`config.mk`:
```
export PLATFORM = sky130hd
export DESIGN_NAME = core_controller
export DESIGN_NICKNAME = d
export VERILOG_FILES = /design/src/logic/ctrl_pkg.sv /design/src/logic/fwd_select.sv /design/src/logic/hazard_detect.sv /design/src/logic/pipe_ctrl_fsm.sv /design/src/logic/core_controller.sv
export SDC_FILE = /design/constraint.sdc
export NUM_CORES = 1
export LEC_CHECK = 0
export BUFFER_PORTS_ARGS = -buffer_cell sky130_fd_sc_hd__buf_2
export CAP_MARGIN = 10
export CORE_MARGIN = 2
export CORE_UTILIZATION = 36
export DETAILED_ROUTE_END_ITERATION = 12
export PLACE_DENSITY = 0.74
export SYNTH_ARGS = -nofsm -noshare
export SYNTH_HDL_FRONTEND = slang
export SYNTH_SLANG_ARGS = --single-unit
```
`constraint.sdc`:
```
create_clock -name clk -period 2.1 [get_ports clk]
set_clock_uncertainty 0.2 [all_clocks]
set_input_delay 0.42 -clock clk [delete_from_list [all_inputs] [get_ports clk]]
set_output_delay 0.42 -clock clk [all_outputs]
set_load 0.1 [all_outputs]
```
`src/logic/ctrl_pkg.sv`:
```
//////////////////////////////////////////////////////////////////////
// encodings shared by the core controller blocks
// pc and operand selector values must match the fetch and id muxes
//////////////////////////////////////////////////////////////////////
`default_nettype none

package ctrl_pkg;

  //////////////////////////////////////////////////////////////////////
  // pc source selection
  //////////////////////////////////////////////////////////////////////

  // selector sent to the fetch stage with pc_set
  typedef logic [2:0] pc_sel_t;

  localparam pc_sel_t PC_BOOT      = 3'b000;
  localparam pc_sel_t PC_JUMP      = 3'b010;
  localparam pc_sel_t PC_BRANCH    = 3'b011;
  localparam pc_sel_t PC_EXCEPTION = 3'b100;
  localparam pc_sel_t PC_ERET      = 3'b101;

  //////////////////////////////////////////////////////////////////////
  // operand forwarding
  //////////////////////////////////////////////////////////////////////

  // source of an operand in the id stage
  typedef logic [1:0] fw_sel_t;

  localparam fw_sel_t SEL_REGFILE = 2'b00;
  localparam fw_sel_t SEL_FW_EX   = 2'b01;
  localparam fw_sel_t SEL_FW_WB   = 2'b10;

  // jump class of the instruction in decode
  typedef logic [1:0] jump_kind_t;

  localparam jump_kind_t BRANCH_NONE = 2'b00;
  localparam jump_kind_t BRANCH_JAL  = 2'b01;
  localparam jump_kind_t BRANCH_JALR = 2'b10;
  localparam jump_kind_t BRANCH_COND = 2'b11;

  //////////////////////////////////////////////////////////////////////
  // controller states
  //////////////////////////////////////////////////////////////////////

  // flush runs ex then wb before sleep or decode
  typedef enum logic [2:0] {
    RESET,
    BOOT_SET,
    SLEEP,
    FIRST_FETCH,
    DECODE,
    FLUSH_EX,
    FLUSH_WB
  } ctrl_state_e;

endpackage

`default_nettype wire

```
`src/logic/fwd_select.sv`:
```
//////////////////////////////////////////////////////////////////////
// operand forwarding select, purely combinational
// register matches come precomputed from the decoder
//////////////////////////////////////////////////////////////////////
`timescale 1ns/1ns
`default_nettype none

module fwd_select
  import ctrl_pkg::*;
(
  // pending writes
  input  logic    regfile_we_wb_i,
  input  logic    regfile_alu_we_fw_i,

  // destination matches per operand
  input  logic    reg_d_wb_is_reg_a_i,
  input  logic    reg_d_wb_is_reg_b_i,
  input  logic    reg_d_wb_is_reg_c_i,
  input  logic    reg_d_alu_is_reg_a_i,
  input  logic    reg_d_alu_is_reg_b_i,
  input  logic    reg_d_alu_is_reg_c_i,

  // overrides from lsu and multiplier
  input  logic    data_misaligned_i,
  input  logic    mult_multicycle_i,

  output fw_sel_t operand_a_fw_mux_sel_o,
  output fw_sel_t operand_b_fw_mux_sel_o,
  output fw_sel_t operand_c_fw_mux_sel_o
);

  // priority for one operand: alu forward over wb over regfile
  function automatic fw_sel_t pick_src(input logic wb_hit, input logic alu_hit);
    fw_sel_t sel;
    sel = SEL_REGFILE;
    if (wb_hit)
      sel = SEL_FW_WB;
    // youngest result wins
    if (alu_hit)
      sel = SEL_FW_EX;
    return sel;
  endfunction

  always_comb begin
    operand_a_fw_mux_sel_o = pick_src(regfile_we_wb_i & reg_d_wb_is_reg_a_i,
                                      regfile_alu_we_fw_i & reg_d_alu_is_reg_a_i);
    operand_b_fw_mux_sel_o = pick_src(regfile_we_wb_i & reg_d_wb_is_reg_b_i,
                                      regfile_alu_we_fw_i & reg_d_alu_is_reg_b_i);
    operand_c_fw_mux_sel_o = pick_src(regfile_we_wb_i & reg_d_wb_is_reg_c_i,
                                      regfile_alu_we_fw_i & reg_d_alu_is_reg_c_i);

    // second half of a misaligned access
    // a takes the address from ex, b back to regfile
    if (data_misaligned_i) begin
      operand_a_fw_mux_sel_o = SEL_FW_EX;
      operand_b_fw_mux_sel_o = SEL_REGFILE;
    end else if (mult_multicycle_i) begin
      // multiplier keeps its partial result on operand c
      operand_c_fw_mux_sel_o = SEL_FW_EX;
    end
  end

endmodule

`default_nettype wire

```
`src/logic/hazard_detect.sv`:
```
//////////////////////////////////////////////////////////////////////
// load-use and jump-register hazard detection
// stalls are raw, the fsm decides what they gate
//////////////////////////////////////////////////////////////////////
`timescale 1ns/1ns
`default_nettype none

module hazard_detect
  import ctrl_pkg::*;
(
  // memory access in ex
  input  logic       data_req_ex_i,

  // pending writes per stage
  input  logic       regfile_we_ex_i,
  input  logic       regfile_we_wb_i,
  input  logic       regfile_alu_we_fw_i,

  // destination matches
  input  logic       reg_d_ex_is_reg_a_i,
  input  logic       reg_d_ex_is_reg_b_i,
  input  logic       reg_d_ex_is_reg_c_i,
  input  logic       reg_d_wb_is_reg_a_i,
  input  logic       reg_d_alu_is_reg_a_i,

  input  jump_kind_t jump_in_dec_i,

  output logic       load_stall_o,
  output logic       jr_stall_o
);

  logic ex_match_any;
  logic a_pending;

  // any operand reads the register the load in ex writes
  assign ex_match_any = reg_d_ex_is_reg_a_i | reg_d_ex_is_reg_b_i | reg_d_ex_is_reg_c_i;

  // load data only arrives in wb, too late for id
  assign load_stall_o = data_req_ex_i & regfile_we_ex_i & ex_match_any;

  // jalr target comes from operand a
  // the pc path has no forwarding, so wait for every pending write
  assign a_pending = (regfile_we_wb_i & reg_d_wb_is_reg_a_i) |
                     (regfile_we_ex_i & reg_d_ex_is_reg_a_i) |
                     (regfile_alu_we_fw_i & reg_d_alu_is_reg_a_i);

  assign jr_stall_o = (jump_in_dec_i == BRANCH_JALR) & a_pending;

endmodule

`default_nettype wire

```
`src/logic/pipe_ctrl_fsm.sv`:
```
//////////////////////////////////////////////////////////////////////
// main control fsm: boot, sleep, decode and two-step flush
// outputs are combinational from inputs and state
// assumes the pipeline is flushed before sleep
//////////////////////////////////////////////////////////////////////
`timescale 1ns/1ns
`default_nettype none

module pipe_ctrl_fsm
  import ctrl_pkg::*;
(
  input  logic       clk,
  input  logic       rst_n,

  // start and wakeup
  input  logic       fetch_enable_i,

  // decoder status
  input  logic       illegal_insn_i,
  input  logic       eret_insn_i,
  input  logic       pipe_flush_i,
  input  logic       instr_valid_i,
  input  jump_kind_t jump_in_dec_i,

  // ex branch result
  input  logic       branch_taken_ex_i,

  // exception requests
  input  logic       exc_req_i,
  input  logic       ext_req_i,

  // pipeline progress
  input  logic       id_ready_i,
  input  logic       ex_valid_i,

  // hazards
  input  logic       load_stall_i,
  input  logic       jr_stall_i,

  output logic       ctrl_busy_o,
  output logic       is_decoding_o,
  output logic       deassert_we_o,
  output logic       instr_req_o,
  output logic       pc_set_o,
  output pc_sel_t    pc_mux_o,
  output logic       exc_ack_o,
  output logic       exc_save_if_o,
  output logic       exc_save_id_o,
  output logic       exc_save_takenbranch_o,
  output logic       exc_restore_id_o,
  output logic       halt_if_o,
  output logic       halt_id_o
);

  ctrl_state_e state_q;
  ctrl_state_e state_d;

  // set once a jump or eret has redirected fetch
  logic jump_done_q;
  logic jump_done_d;

  logic is_jump;

  assign is_jump = (jump_in_dec_i == BRANCH_JAL) | (jump_in_dec_i == BRANCH_JALR);

  //////////////////////////////////////////////////////////////////////
  // next state and outputs
  //////////////////////////////////////////////////////////////////////

  always_comb begin
    state_d                = state_q;
    jump_done_d            = jump_done_q;

    ctrl_busy_o            = 1'b1;
    instr_req_o            = 1'b1;
    is_decoding_o          = 1'b0;

    pc_set_o               = 1'b0;
    pc_mux_o               = PC_BOOT;

    exc_ack_o              = 1'b0;
    exc_save_if_o          = 1'b0;
    exc_save_id_o          = 1'b0;
    exc_save_takenbranch_o = 1'b0;
    exc_restore_id_o       = 1'b0;

    halt_if_o              = 1'b0;
    halt_id_o              = 1'b0;

    case (state_q)
      // idle until fetch is enabled
      RESET: begin
        ctrl_busy_o = 1'b0;
        instr_req_o = 1'b0;
        if (fetch_enable_i)
          state_d = BOOT_SET;
      end

      // load boot address into fetch, one cycle
      BOOT_SET: begin
        pc_set_o = 1'b1;
        pc_mux_o = PC_BOOT;
        state_d  = FIRST_FETCH;
      end

      // pipeline empty, wait for enable or interrupt
      SLEEP: begin
        ctrl_busy_o = 1'b0;
        instr_req_o = 1'b0;
        halt_if_o   = 1'b1;
        halt_id_o   = 1'b1;
        if (fetch_enable_i || exc_req_i)
          state_d = FIRST_FETCH;
      end

      // wait for the first instruction to reach id
      FIRST_FETCH: begin
        if (id_ready_i)
          state_d = DECODE;

        // interrupt that woke us up
        if (exc_req_i) begin
          pc_set_o      = 1'b1;
          pc_mux_o      = PC_EXCEPTION;
          exc_ack_o     = 1'b1;
          exc_save_if_o = 1'b1;
        end
      end

      DECODE: begin
        // a taken branch in ex kills the instruction in id
        if (instr_valid_i && !branch_taken_ex_i) begin
          is_decoding_o = 1'b1;

          if (is_jump) begin
            // target known in id, redirect once
            pc_mux_o = PC_JUMP;
            if (!jr_stall_i && !jump_done_q) begin
              pc_set_o    = 1'b1;
              jump_done_d = 1'b1;
            end
          end else if (exc_req_i) begin
            // keep the faulting instruction out of ex
            pc_set_o      = 1'b1;
            pc_mux_o      = PC_EXCEPTION;
            exc_ack_o     = 1'b1;
            halt_id_o     = 1'b1;
            exc_save_id_o = 1'b1;
          end

          if (eret_insn_i) begin
            pc_mux_o         = PC_ERET;
            exc_restore_id_o = 1'b1;
            if (!jump_done_q) begin
              pc_set_o    = 1'b1;
              jump_done_d = 1'b1;
            end
          end

          // wfi, or eret back to sleep
          if (pipe_flush_i || (eret_insn_i && !fetch_enable_i)) begin
            halt_if_o = 1'b1;
            halt_id_o = 1'b1;
            state_d   = FLUSH_EX;
          end
        end

        // nothing in id, external interrupt saves the if pc
        if (!instr_valid_i && !branch_taken_ex_i && ext_req_i) begin
          pc_set_o      = 1'b1;
          pc_mux_o      = PC_EXCEPTION;
          exc_ack_o     = 1'b1;
          halt_id_o     = 1'b1;
          exc_save_if_o = 1'b1;
        end

        if (branch_taken_ex_i) begin
          pc_set_o      = 1'b1;
          pc_mux_o      = PC_BRANCH;
          is_decoding_o = 1'b0;
          // interrupt takes the branch target as return address
          if (ext_req_i) begin
            pc_mux_o               = PC_EXCEPTION;
            exc_ack_o              = 1'b1;
            halt_id_o              = 1'b1;
            exc_save_takenbranch_o = 1'b1;
          end
        end
      end

      // drain ex
      FLUSH_EX: begin
        halt_if_o = 1'b1;
        halt_id_o = 1'b1;
        if (ex_valid_i)
          state_d = FLUSH_WB;
      end

      // drain wb, then resume or sleep
      FLUSH_WB: begin
        halt_if_o = 1'b1;
        halt_id_o = 1'b1;
        if (fetch_enable_i) begin
          halt_if_o = 1'b0;
          state_d   = DECODE;
        end else begin
          state_d = SLEEP;
        end
      end

      default: begin
        instr_req_o = 1'b0;
        state_d     = RESET;
      end
    endcase
  end

  // no register write for killed, illegal or stalled instructions
  assign deassert_we_o = ~is_decoding_o | illegal_insn_i | load_stall_i | jr_stall_i;

  //////////////////////////////////////////////////////////////////////
  // state registers
  //////////////////////////////////////////////////////////////////////

  always_ff @(posedge clk or negedge rst_n) begin
    if (!rst_n) begin
      state_q     <= RESET;
      jump_done_q <= 1'b0;
    end else begin
      state_q     <= state_d;
      // held while id is back-pressured
      jump_done_q <= jump_done_d & ~id_ready_i;
    end
  end

endmodule

`default_nettype wire

```
`src/logic/core_controller.sv`:
```
//////////////////////////////////////////////////////////////////////
// core controller top: forwarding, hazards and control fsm
// register matches must be precomputed by the decoder
//////////////////////////////////////////////////////////////////////
`timescale 1ns/1ns
`default_nettype none

module core_controller
  import ctrl_pkg::*;
(
  input  logic       clk,
  input  logic       rst_n,

  input  logic       fetch_enable_i,
  output logic       ctrl_busy_o,
  output logic       is_decoding_o,

  // decoder
  output logic       deassert_we_o,
  input  logic       illegal_insn_i,
  input  logic       eret_insn_i,
  input  logic       pipe_flush_i,
  input  logic       instr_valid_i,
  input  jump_kind_t jump_in_dec_i,

  // fetch
  output logic       instr_req_o,
  output logic       pc_set_o,
  output pc_sel_t    pc_mux_o,

  // lsu, alu
  input  logic       data_req_ex_i,
  input  logic       data_misaligned_i,
  input  logic       mult_multicycle_i,
  input  logic       branch_taken_ex_i,

  // exceptions
  input  logic       exc_req_i,
  input  logic       ext_req_i,
  output logic       exc_ack_o,
  output logic       exc_save_if_o,
  output logic       exc_save_id_o,
  output logic       exc_save_takenbranch_o,
  output logic       exc_restore_id_o,

  // write enables of pending results
  input  logic       regfile_we_ex_i,
  input  logic       regfile_we_wb_i,
  input  logic       regfile_alu_we_fw_i,

  // destination matches
  input  logic       reg_d_ex_is_reg_a_i,
  input  logic       reg_d_ex_is_reg_b_i,
  input  logic       reg_d_ex_is_reg_c_i,
  input  logic       reg_d_wb_is_reg_a_i,
  input  logic       reg_d_wb_is_reg_b_i,
  input  logic       reg_d_wb_is_reg_c_i,
  input  logic       reg_d_alu_is_reg_a_i,
  input  logic       reg_d_alu_is_reg_b_i,
  input  logic       reg_d_alu_is_reg_c_i,

  output fw_sel_t    operand_a_fw_mux_sel_o,
  output fw_sel_t    operand_b_fw_mux_sel_o,
  output fw_sel_t    operand_c_fw_mux_sel_o,

  // stalls and halts
  output logic       halt_if_o,
  output logic       halt_id_o,
  output logic       jr_stall_o,
  output logic       load_stall_o,

  input  logic       id_ready_i,
  input  logic       ex_valid_i
);

  logic load_stall;
  logic jr_stall;

  assign load_stall_o = load_stall;
  assign jr_stall_o   = jr_stall;

  fwd_select i_fwd_select (
    .regfile_we_wb_i        (regfile_we_wb_i),
    .regfile_alu_we_fw_i    (regfile_alu_we_fw_i),
    .reg_d_wb_is_reg_a_i    (reg_d_wb_is_reg_a_i),
    .reg_d_wb_is_reg_b_i    (reg_d_wb_is_reg_b_i),
    .reg_d_wb_is_reg_c_i    (reg_d_wb_is_reg_c_i),
    .reg_d_alu_is_reg_a_i   (reg_d_alu_is_reg_a_i),
    .reg_d_alu_is_reg_b_i   (reg_d_alu_is_reg_b_i),
    .reg_d_alu_is_reg_c_i   (reg_d_alu_is_reg_c_i),
    .data_misaligned_i      (data_misaligned_i),
    .mult_multicycle_i      (mult_multicycle_i),
    .operand_a_fw_mux_sel_o (operand_a_fw_mux_sel_o),
    .operand_b_fw_mux_sel_o (operand_b_fw_mux_sel_o),
    .operand_c_fw_mux_sel_o (operand_c_fw_mux_sel_o)
  );

  hazard_detect i_hazard_detect (
    .data_req_ex_i        (data_req_ex_i),
    .regfile_we_ex_i      (regfile_we_ex_i),
    .regfile_we_wb_i      (regfile_we_wb_i),
    .regfile_alu_we_fw_i  (regfile_alu_we_fw_i),
    .reg_d_ex_is_reg_a_i  (reg_d_ex_is_reg_a_i),
    .reg_d_ex_is_reg_b_i  (reg_d_ex_is_reg_b_i),
    .reg_d_ex_is_reg_c_i  (reg_d_ex_is_reg_c_i),
    .reg_d_wb_is_reg_a_i  (reg_d_wb_is_reg_a_i),
    .reg_d_alu_is_reg_a_i (reg_d_alu_is_reg_a_i),
    .jump_in_dec_i        (jump_in_dec_i),
    .load_stall_o         (load_stall),
    .jr_stall_o           (jr_stall)
  );

  pipe_ctrl_fsm i_pipe_ctrl_fsm (
    .clk                    (clk),
    .rst_n                  (rst_n),
    .fetch_enable_i         (fetch_enable_i),
    .illegal_insn_i         (illegal_insn_i),
    .eret_insn_i            (eret_insn_i),
    .pipe_flush_i           (pipe_flush_i),
    .instr_valid_i          (instr_valid_i),
    .jump_in_dec_i          (jump_in_dec_i),
    .branch_taken_ex_i      (branch_taken_ex_i),
    .exc_req_i              (exc_req_i),
    .ext_req_i              (ext_req_i),
    .id_ready_i             (id_ready_i),
    .ex_valid_i             (ex_valid_i),
    .load_stall_i           (load_stall),
    .jr_stall_i             (jr_stall),
    .ctrl_busy_o            (ctrl_busy_o),
    .is_decoding_o          (is_decoding_o),
    .deassert_we_o          (deassert_we_o),
    .instr_req_o            (instr_req_o),
    .pc_set_o               (pc_set_o),
    .pc_mux_o               (pc_mux_o),
    .exc_ack_o              (exc_ack_o),
    .exc_save_if_o          (exc_save_if_o),
    .exc_save_id_o          (exc_save_id_o),
    .exc_save_takenbranch_o (exc_save_takenbranch_o),
    .exc_restore_id_o       (exc_restore_id_o),
    .halt_if_o              (halt_if_o),
    .halt_id_o              (halt_id_o)
  );

endmodule

`default_nettype wire

```
==> flow_summary.json, run 1 <==
{
  "outcome": "stopped before the end",
  "lastStage": "3_5_place_dp",
  "tool.error": "[ERROR DPL-0033] detailed placement checks failed during check placement.",
  "numPortBuffers": 51,
  "ys.flop_type": "dfrtp_1",
  "synth_fp_nets": 114,
  "yosysTopAreaCell": "dfrtp_1",
  "gp_congestion": 0.751,
  "netlist.area_leader.share_pct": 17.2,
  "synth_area_leaders": "dfrtp_1, nand2_1, o21ai_0, nor2_1, a21oi_1",
  "synth_compound_area_share_pct": 33.5,
  "synth_top_family_by_area": "simple AND/OR/NAND/NOR gates",
  "synth_xor_area_share_pct": 0,
  "synth_edf_count": 0,
  "synth_mux_area_share_pct": 1.93,
  "synthAdderAreaFrac_pct": 2.15,
  "rows": 14,
  "async_flop_share_pct": 100,
  "netlist-cell-type-count": 36,
  "post-dp-hpwl_um": 2940,
  "ys.warnings.count": 0,
  "ys_seq_area_share_pct": 17.2,
  "ys_ff_latch": 4,
  "syn_avg_cell_area_um2": 6.94,
  "synth-simple-area-share_pct": 35.8,
  "boundaryPins": 52,
  "die_x_um": 44.2,
  "initial_core_util_pct": 38.7,
  "die_y_um": 44.2,
  "netlist_area_um2": 583,
  "syn_inst": 84
}
cells in the mapped netlist, drive strengths merged, types with 2 or more instances:
master / count
nand2: 15
nor2: 9
o21ai: 7
a21oi: 6
inv: 6
buf: 4
dfrtp: 4
a211oi: 2
a21o: 2
and2: 2
and3: 2
nand3: 2
nor2b: 2
o211ai: 2
logic make-up after synthesis:
logic type / after synthesis
flops: 4
compound gates: 29
fa+ha+maj: 1
buf+inv: 10
mux: 1
simple gates: 39
stage by stage:
stage                   cell area (µm²)  setup TNS (ns)  hold slack, ns  worst slack [ns]  instances
after global placement             1470          -0.725          0.0211            -0.210        170
after floorplan                     737           -3.74         -0.0756             -1.26         84
==> run 2, diff against run 1 <==
--- a/config.mk
+++ b/config.mk
@@ -7,10 +7,10 @@
 export LEC_CHECK = 0
 export BUFFER_PORTS_ARGS = -buffer_cell sky130_fd_sc_hd__buf_2
 export CAP_MARGIN = 10
-export CORE_MARGIN = 2
-export CORE_UTILIZATION = 36
+export CORE_AREA = 2 2 63 65
 export DETAILED_ROUTE_END_ITERATION = 12
-export PLACE_DENSITY = 0.74
+export DIE_AREA = 0 0 65 67
+export PLACE_DENSITY_LB_ADDON = 0.15
 export SYNTH_ARGS = -nofsm -noshare
 export SYNTH_HDL_FRONTEND = slang
 export SYNTH_SLANG_ARGS = --single-unit
==> run 2 against run 1 <==
Net effect: synthesized area is the same; synthesized cell count is the same; the flow now finishes, with violations (setup timing).
==> flow_summary.json, run 2 <==
{
  "outcome": "finished, violations left",
  "failed_checks": "setup timing",
  "worstMarginPinSlew_ns": 0.489,
  "netlist-cell-type-count": 36,
  "yosysMostFrequentCell": "nand2_1",
  "reg2reg_from": "i_pipe_ctrl_fsm.state_q[0]",
  "wl_met3_um": 213,
  "synth_top_family_by_area": "simple AND/OR/NAND/NOR gates",
  "syn_inst": 84,
  "grt-ovfl-total": 0,
  "hold_path.class": "in2reg",
  "setup_viol": 9,
  "ys_ff_latch": 4,
  "synth_fp_nets": 114,
  "clkTransAtPathRegs_ns": 0.03,
  "end_kind": "output pin",
  "largestRegisters": "i_pipe_ctrl_fsm.state_q x3, i_pipe_ctrl_fsm.jump_done_q x1",
  "grt_first_pass_wirelength_um": 4060,
  "synth_area_leaders": "dfrtp_1, nand2_1, o21ai_0, nor2_1, a21oi_1",
  "track_usage_pct": 11.8,
  "slew-limit-headroom_pct": 67.6,
  "largest_register_ffs": 3,
  "reg2reg_depth": 9,
  "boundaryPins": 52,
  "synthAdderAreaFrac_pct": 2.15,
  "synth_edf_count": 0,
  "ant_nets": 0,
  "regArea_um2": 100,
  "antenna_found_initial": 0,
  "netlist_area_um2": 583,
  "post-dp-hpwl_um": 2090,
  "vias": 951,
  "reg2reg_to": "i_pipe_ctrl_fsm.state_q[0]",
  "required_ns": 1.48,
  "hold_violations": 0,
  "fillers": 342,
  "syn_avg_cell_area_um2": 6.94,
  "arrival_ns": 1.66,
  "worst_setup_path_start_kind": "register",
  "multi_input_area_um2": 622,
  "hold_path_end": "i_pipe_ctrl_fsm.jump_done_q",
  "route.detailed.drc": 0,
  "cts-htree-levels": 1,
  "critical_path.startpoint": "i_pipe_ctrl_fsm.state_q[1]",
  "layout-drive-gt1-share_pct": 71.8,
  "cts_sinks": 4,
  "yosysTopAreaCell": "dfrtp_1",
  "wl_per_cell_um": 11.6,
  "period_share_pct": 108,
  "layout_setup_ws_ns": -0.177,
  "wl_met1_um": 962,
  "max_freq_ghz": 0.439,
  "r2r_slack_ns": 0.26,
  "utilization_pct": 49.1,
  "powerDensity_mw_per_mm2": 1270,
  "clk_latency_ns": 0.22,
  "cts_buffers": 3,
  "rsz0062_at_grt": "true",
  "ys.warnings.count": 0,
  "top_register": "i_pipe_ctrl_fsm.state_q",
  "critPathMaxFanout": 2,
  "grt_max_degree": 9,
  "layout_common_cells": "buf_2, buf_4, buf_12",
  "rows": 22,
  "vdd_ir_drop_max_mv": 1.29,
  "grt_pass1_vias": 989,
  "final_cell_area_mm2": 0.00177,
  "netlist.area_leader.share_pct": 17.2,
  "gp_congestion": 0.776,
  "drt_pass1_iterations": 4,
  "clock_tree.root_cell": "clkbuf_8",
  "cts_tree": "done",
  "worst-setup-path-type": "reg2out",
  "synth_common_cells": "nand2_1, nor2_1, o21ai_0, a21oi_1, inv_1",
  "dr_wl_met2_um": 1330,
  "hp-start": "id_ready_i",
  "numPortBuffers": 51,
  "die_y_um": 67,
  "max_cap_viol_count": 0,
  "synth_mux_area_share_pct": 1.93,
  "initial_core_util_pct": 16.2,
  "die_area_mm2": 0.00436,
  "core-area_mm2": 0.00361,
  "die_x_um": 65,
  "totalWireLength_um": 2520,
  "period_minus_slack_ns": 2.28,
  "hold_depth": 2,
  "highest_layer": "met4",
  "synth-simple-area-share_pct": 35.8,
  "power_leakage_nw": 0.793,
  "ys.flop_type": "dfrtp_1",
  "final_nets": 202,
  "p_total_mw": 2.25,
  "placed_area_mm2": 0.00154,
  "setup_tns_ns": -1.22,
  "n_antenna_cell": 0,
  "async_flop_share_pct": 100,
  "clk_path_buf_depth": 2,
  "synth_compound_area_share_pct": 33.5,
  "ys_seq_area_share_pct": 17.2,
  "drt_iter0_drc": 11,
  "drv_slew": 0,
  "area_growth_pct": 203,
  "synth_xor_area_share_pct": 0,
  "viasPerCell": 4.36
}
## run 2: cell counts after synthesis
Identical to the previous run, type by type.
## run 2: power breakdown
part | switching (mW) | internal, mW
Sequential | 0.0282 | 0.107
Combinational | 1.14 | 0.810
Clock | 0.0440 | 0.123
## run 2: stage by stage
step | cells | hold slack, ns | setup slack, ns
final | 218 | 0.177 | -0.177
after global routing | 218 | 0.197 | -0.251
after CTS | 218 | 0.177 | -0.186
after detailed placement | 206 | 0.0296 | -0.231
after global placement | 206 | 0.0251 | -0.217
after floorplan | 84 | -0.0756 | -1.26
## run 2: what timing repair did
item | CTS | global route
hold buffers | 1 | 0
setup buffers | 8 | 2
pin swaps | 9 | 7
hold endpoints to repair | 4 | 0
endpoints found under the setup margin | 10 | 14
gates resized for setup | 25 | 6
## run 2: cell type report
type	count	area share (%)
clock buffers	3	2.33
well taps	48	3.39
inverters	6	2.33
flip-flops and latches	4	5.66
repair buffers	87	51.1
multi-input cells	70	35.1
## run 2: worst max path at each step
stage                         end  cells past startpoint
floorplan                pc_set_o                      6
global placement         pc_set_o                      8
detailed placement  deassert_we_o                      6
CTS                      pc_set_o                      7
global route             pc_set_o                      8
finish              exc_save_if_o                      4
## run 2: critical path: stages, from the launching register on
cell and delay (ns):
dfrtp_1 0.39, buf_4 0.15, or3_4 0.39, o41ai_4 0.28, buf_12 0.22
## run 2: logic make-up (layout without fill, tap and decap cells)
logic type               after synthesis  after routing
adder cells (fa/ha/maj)                1              1
AND/OR/NAND/NOR                       39             39
buffers and inverters                 10             96
flip-flops                             4              4
multiplexers                           1              1
AO/OA/AOI/OAI                         29             29
## run 2: layer usage
metal	up-vias	track usage, %
li1	480	-
met1	427	12.5
met2	42	23.1
met3	2	2.70
met4	0	3.19
met5	-	0
Power figures use the tool's default switching activity.
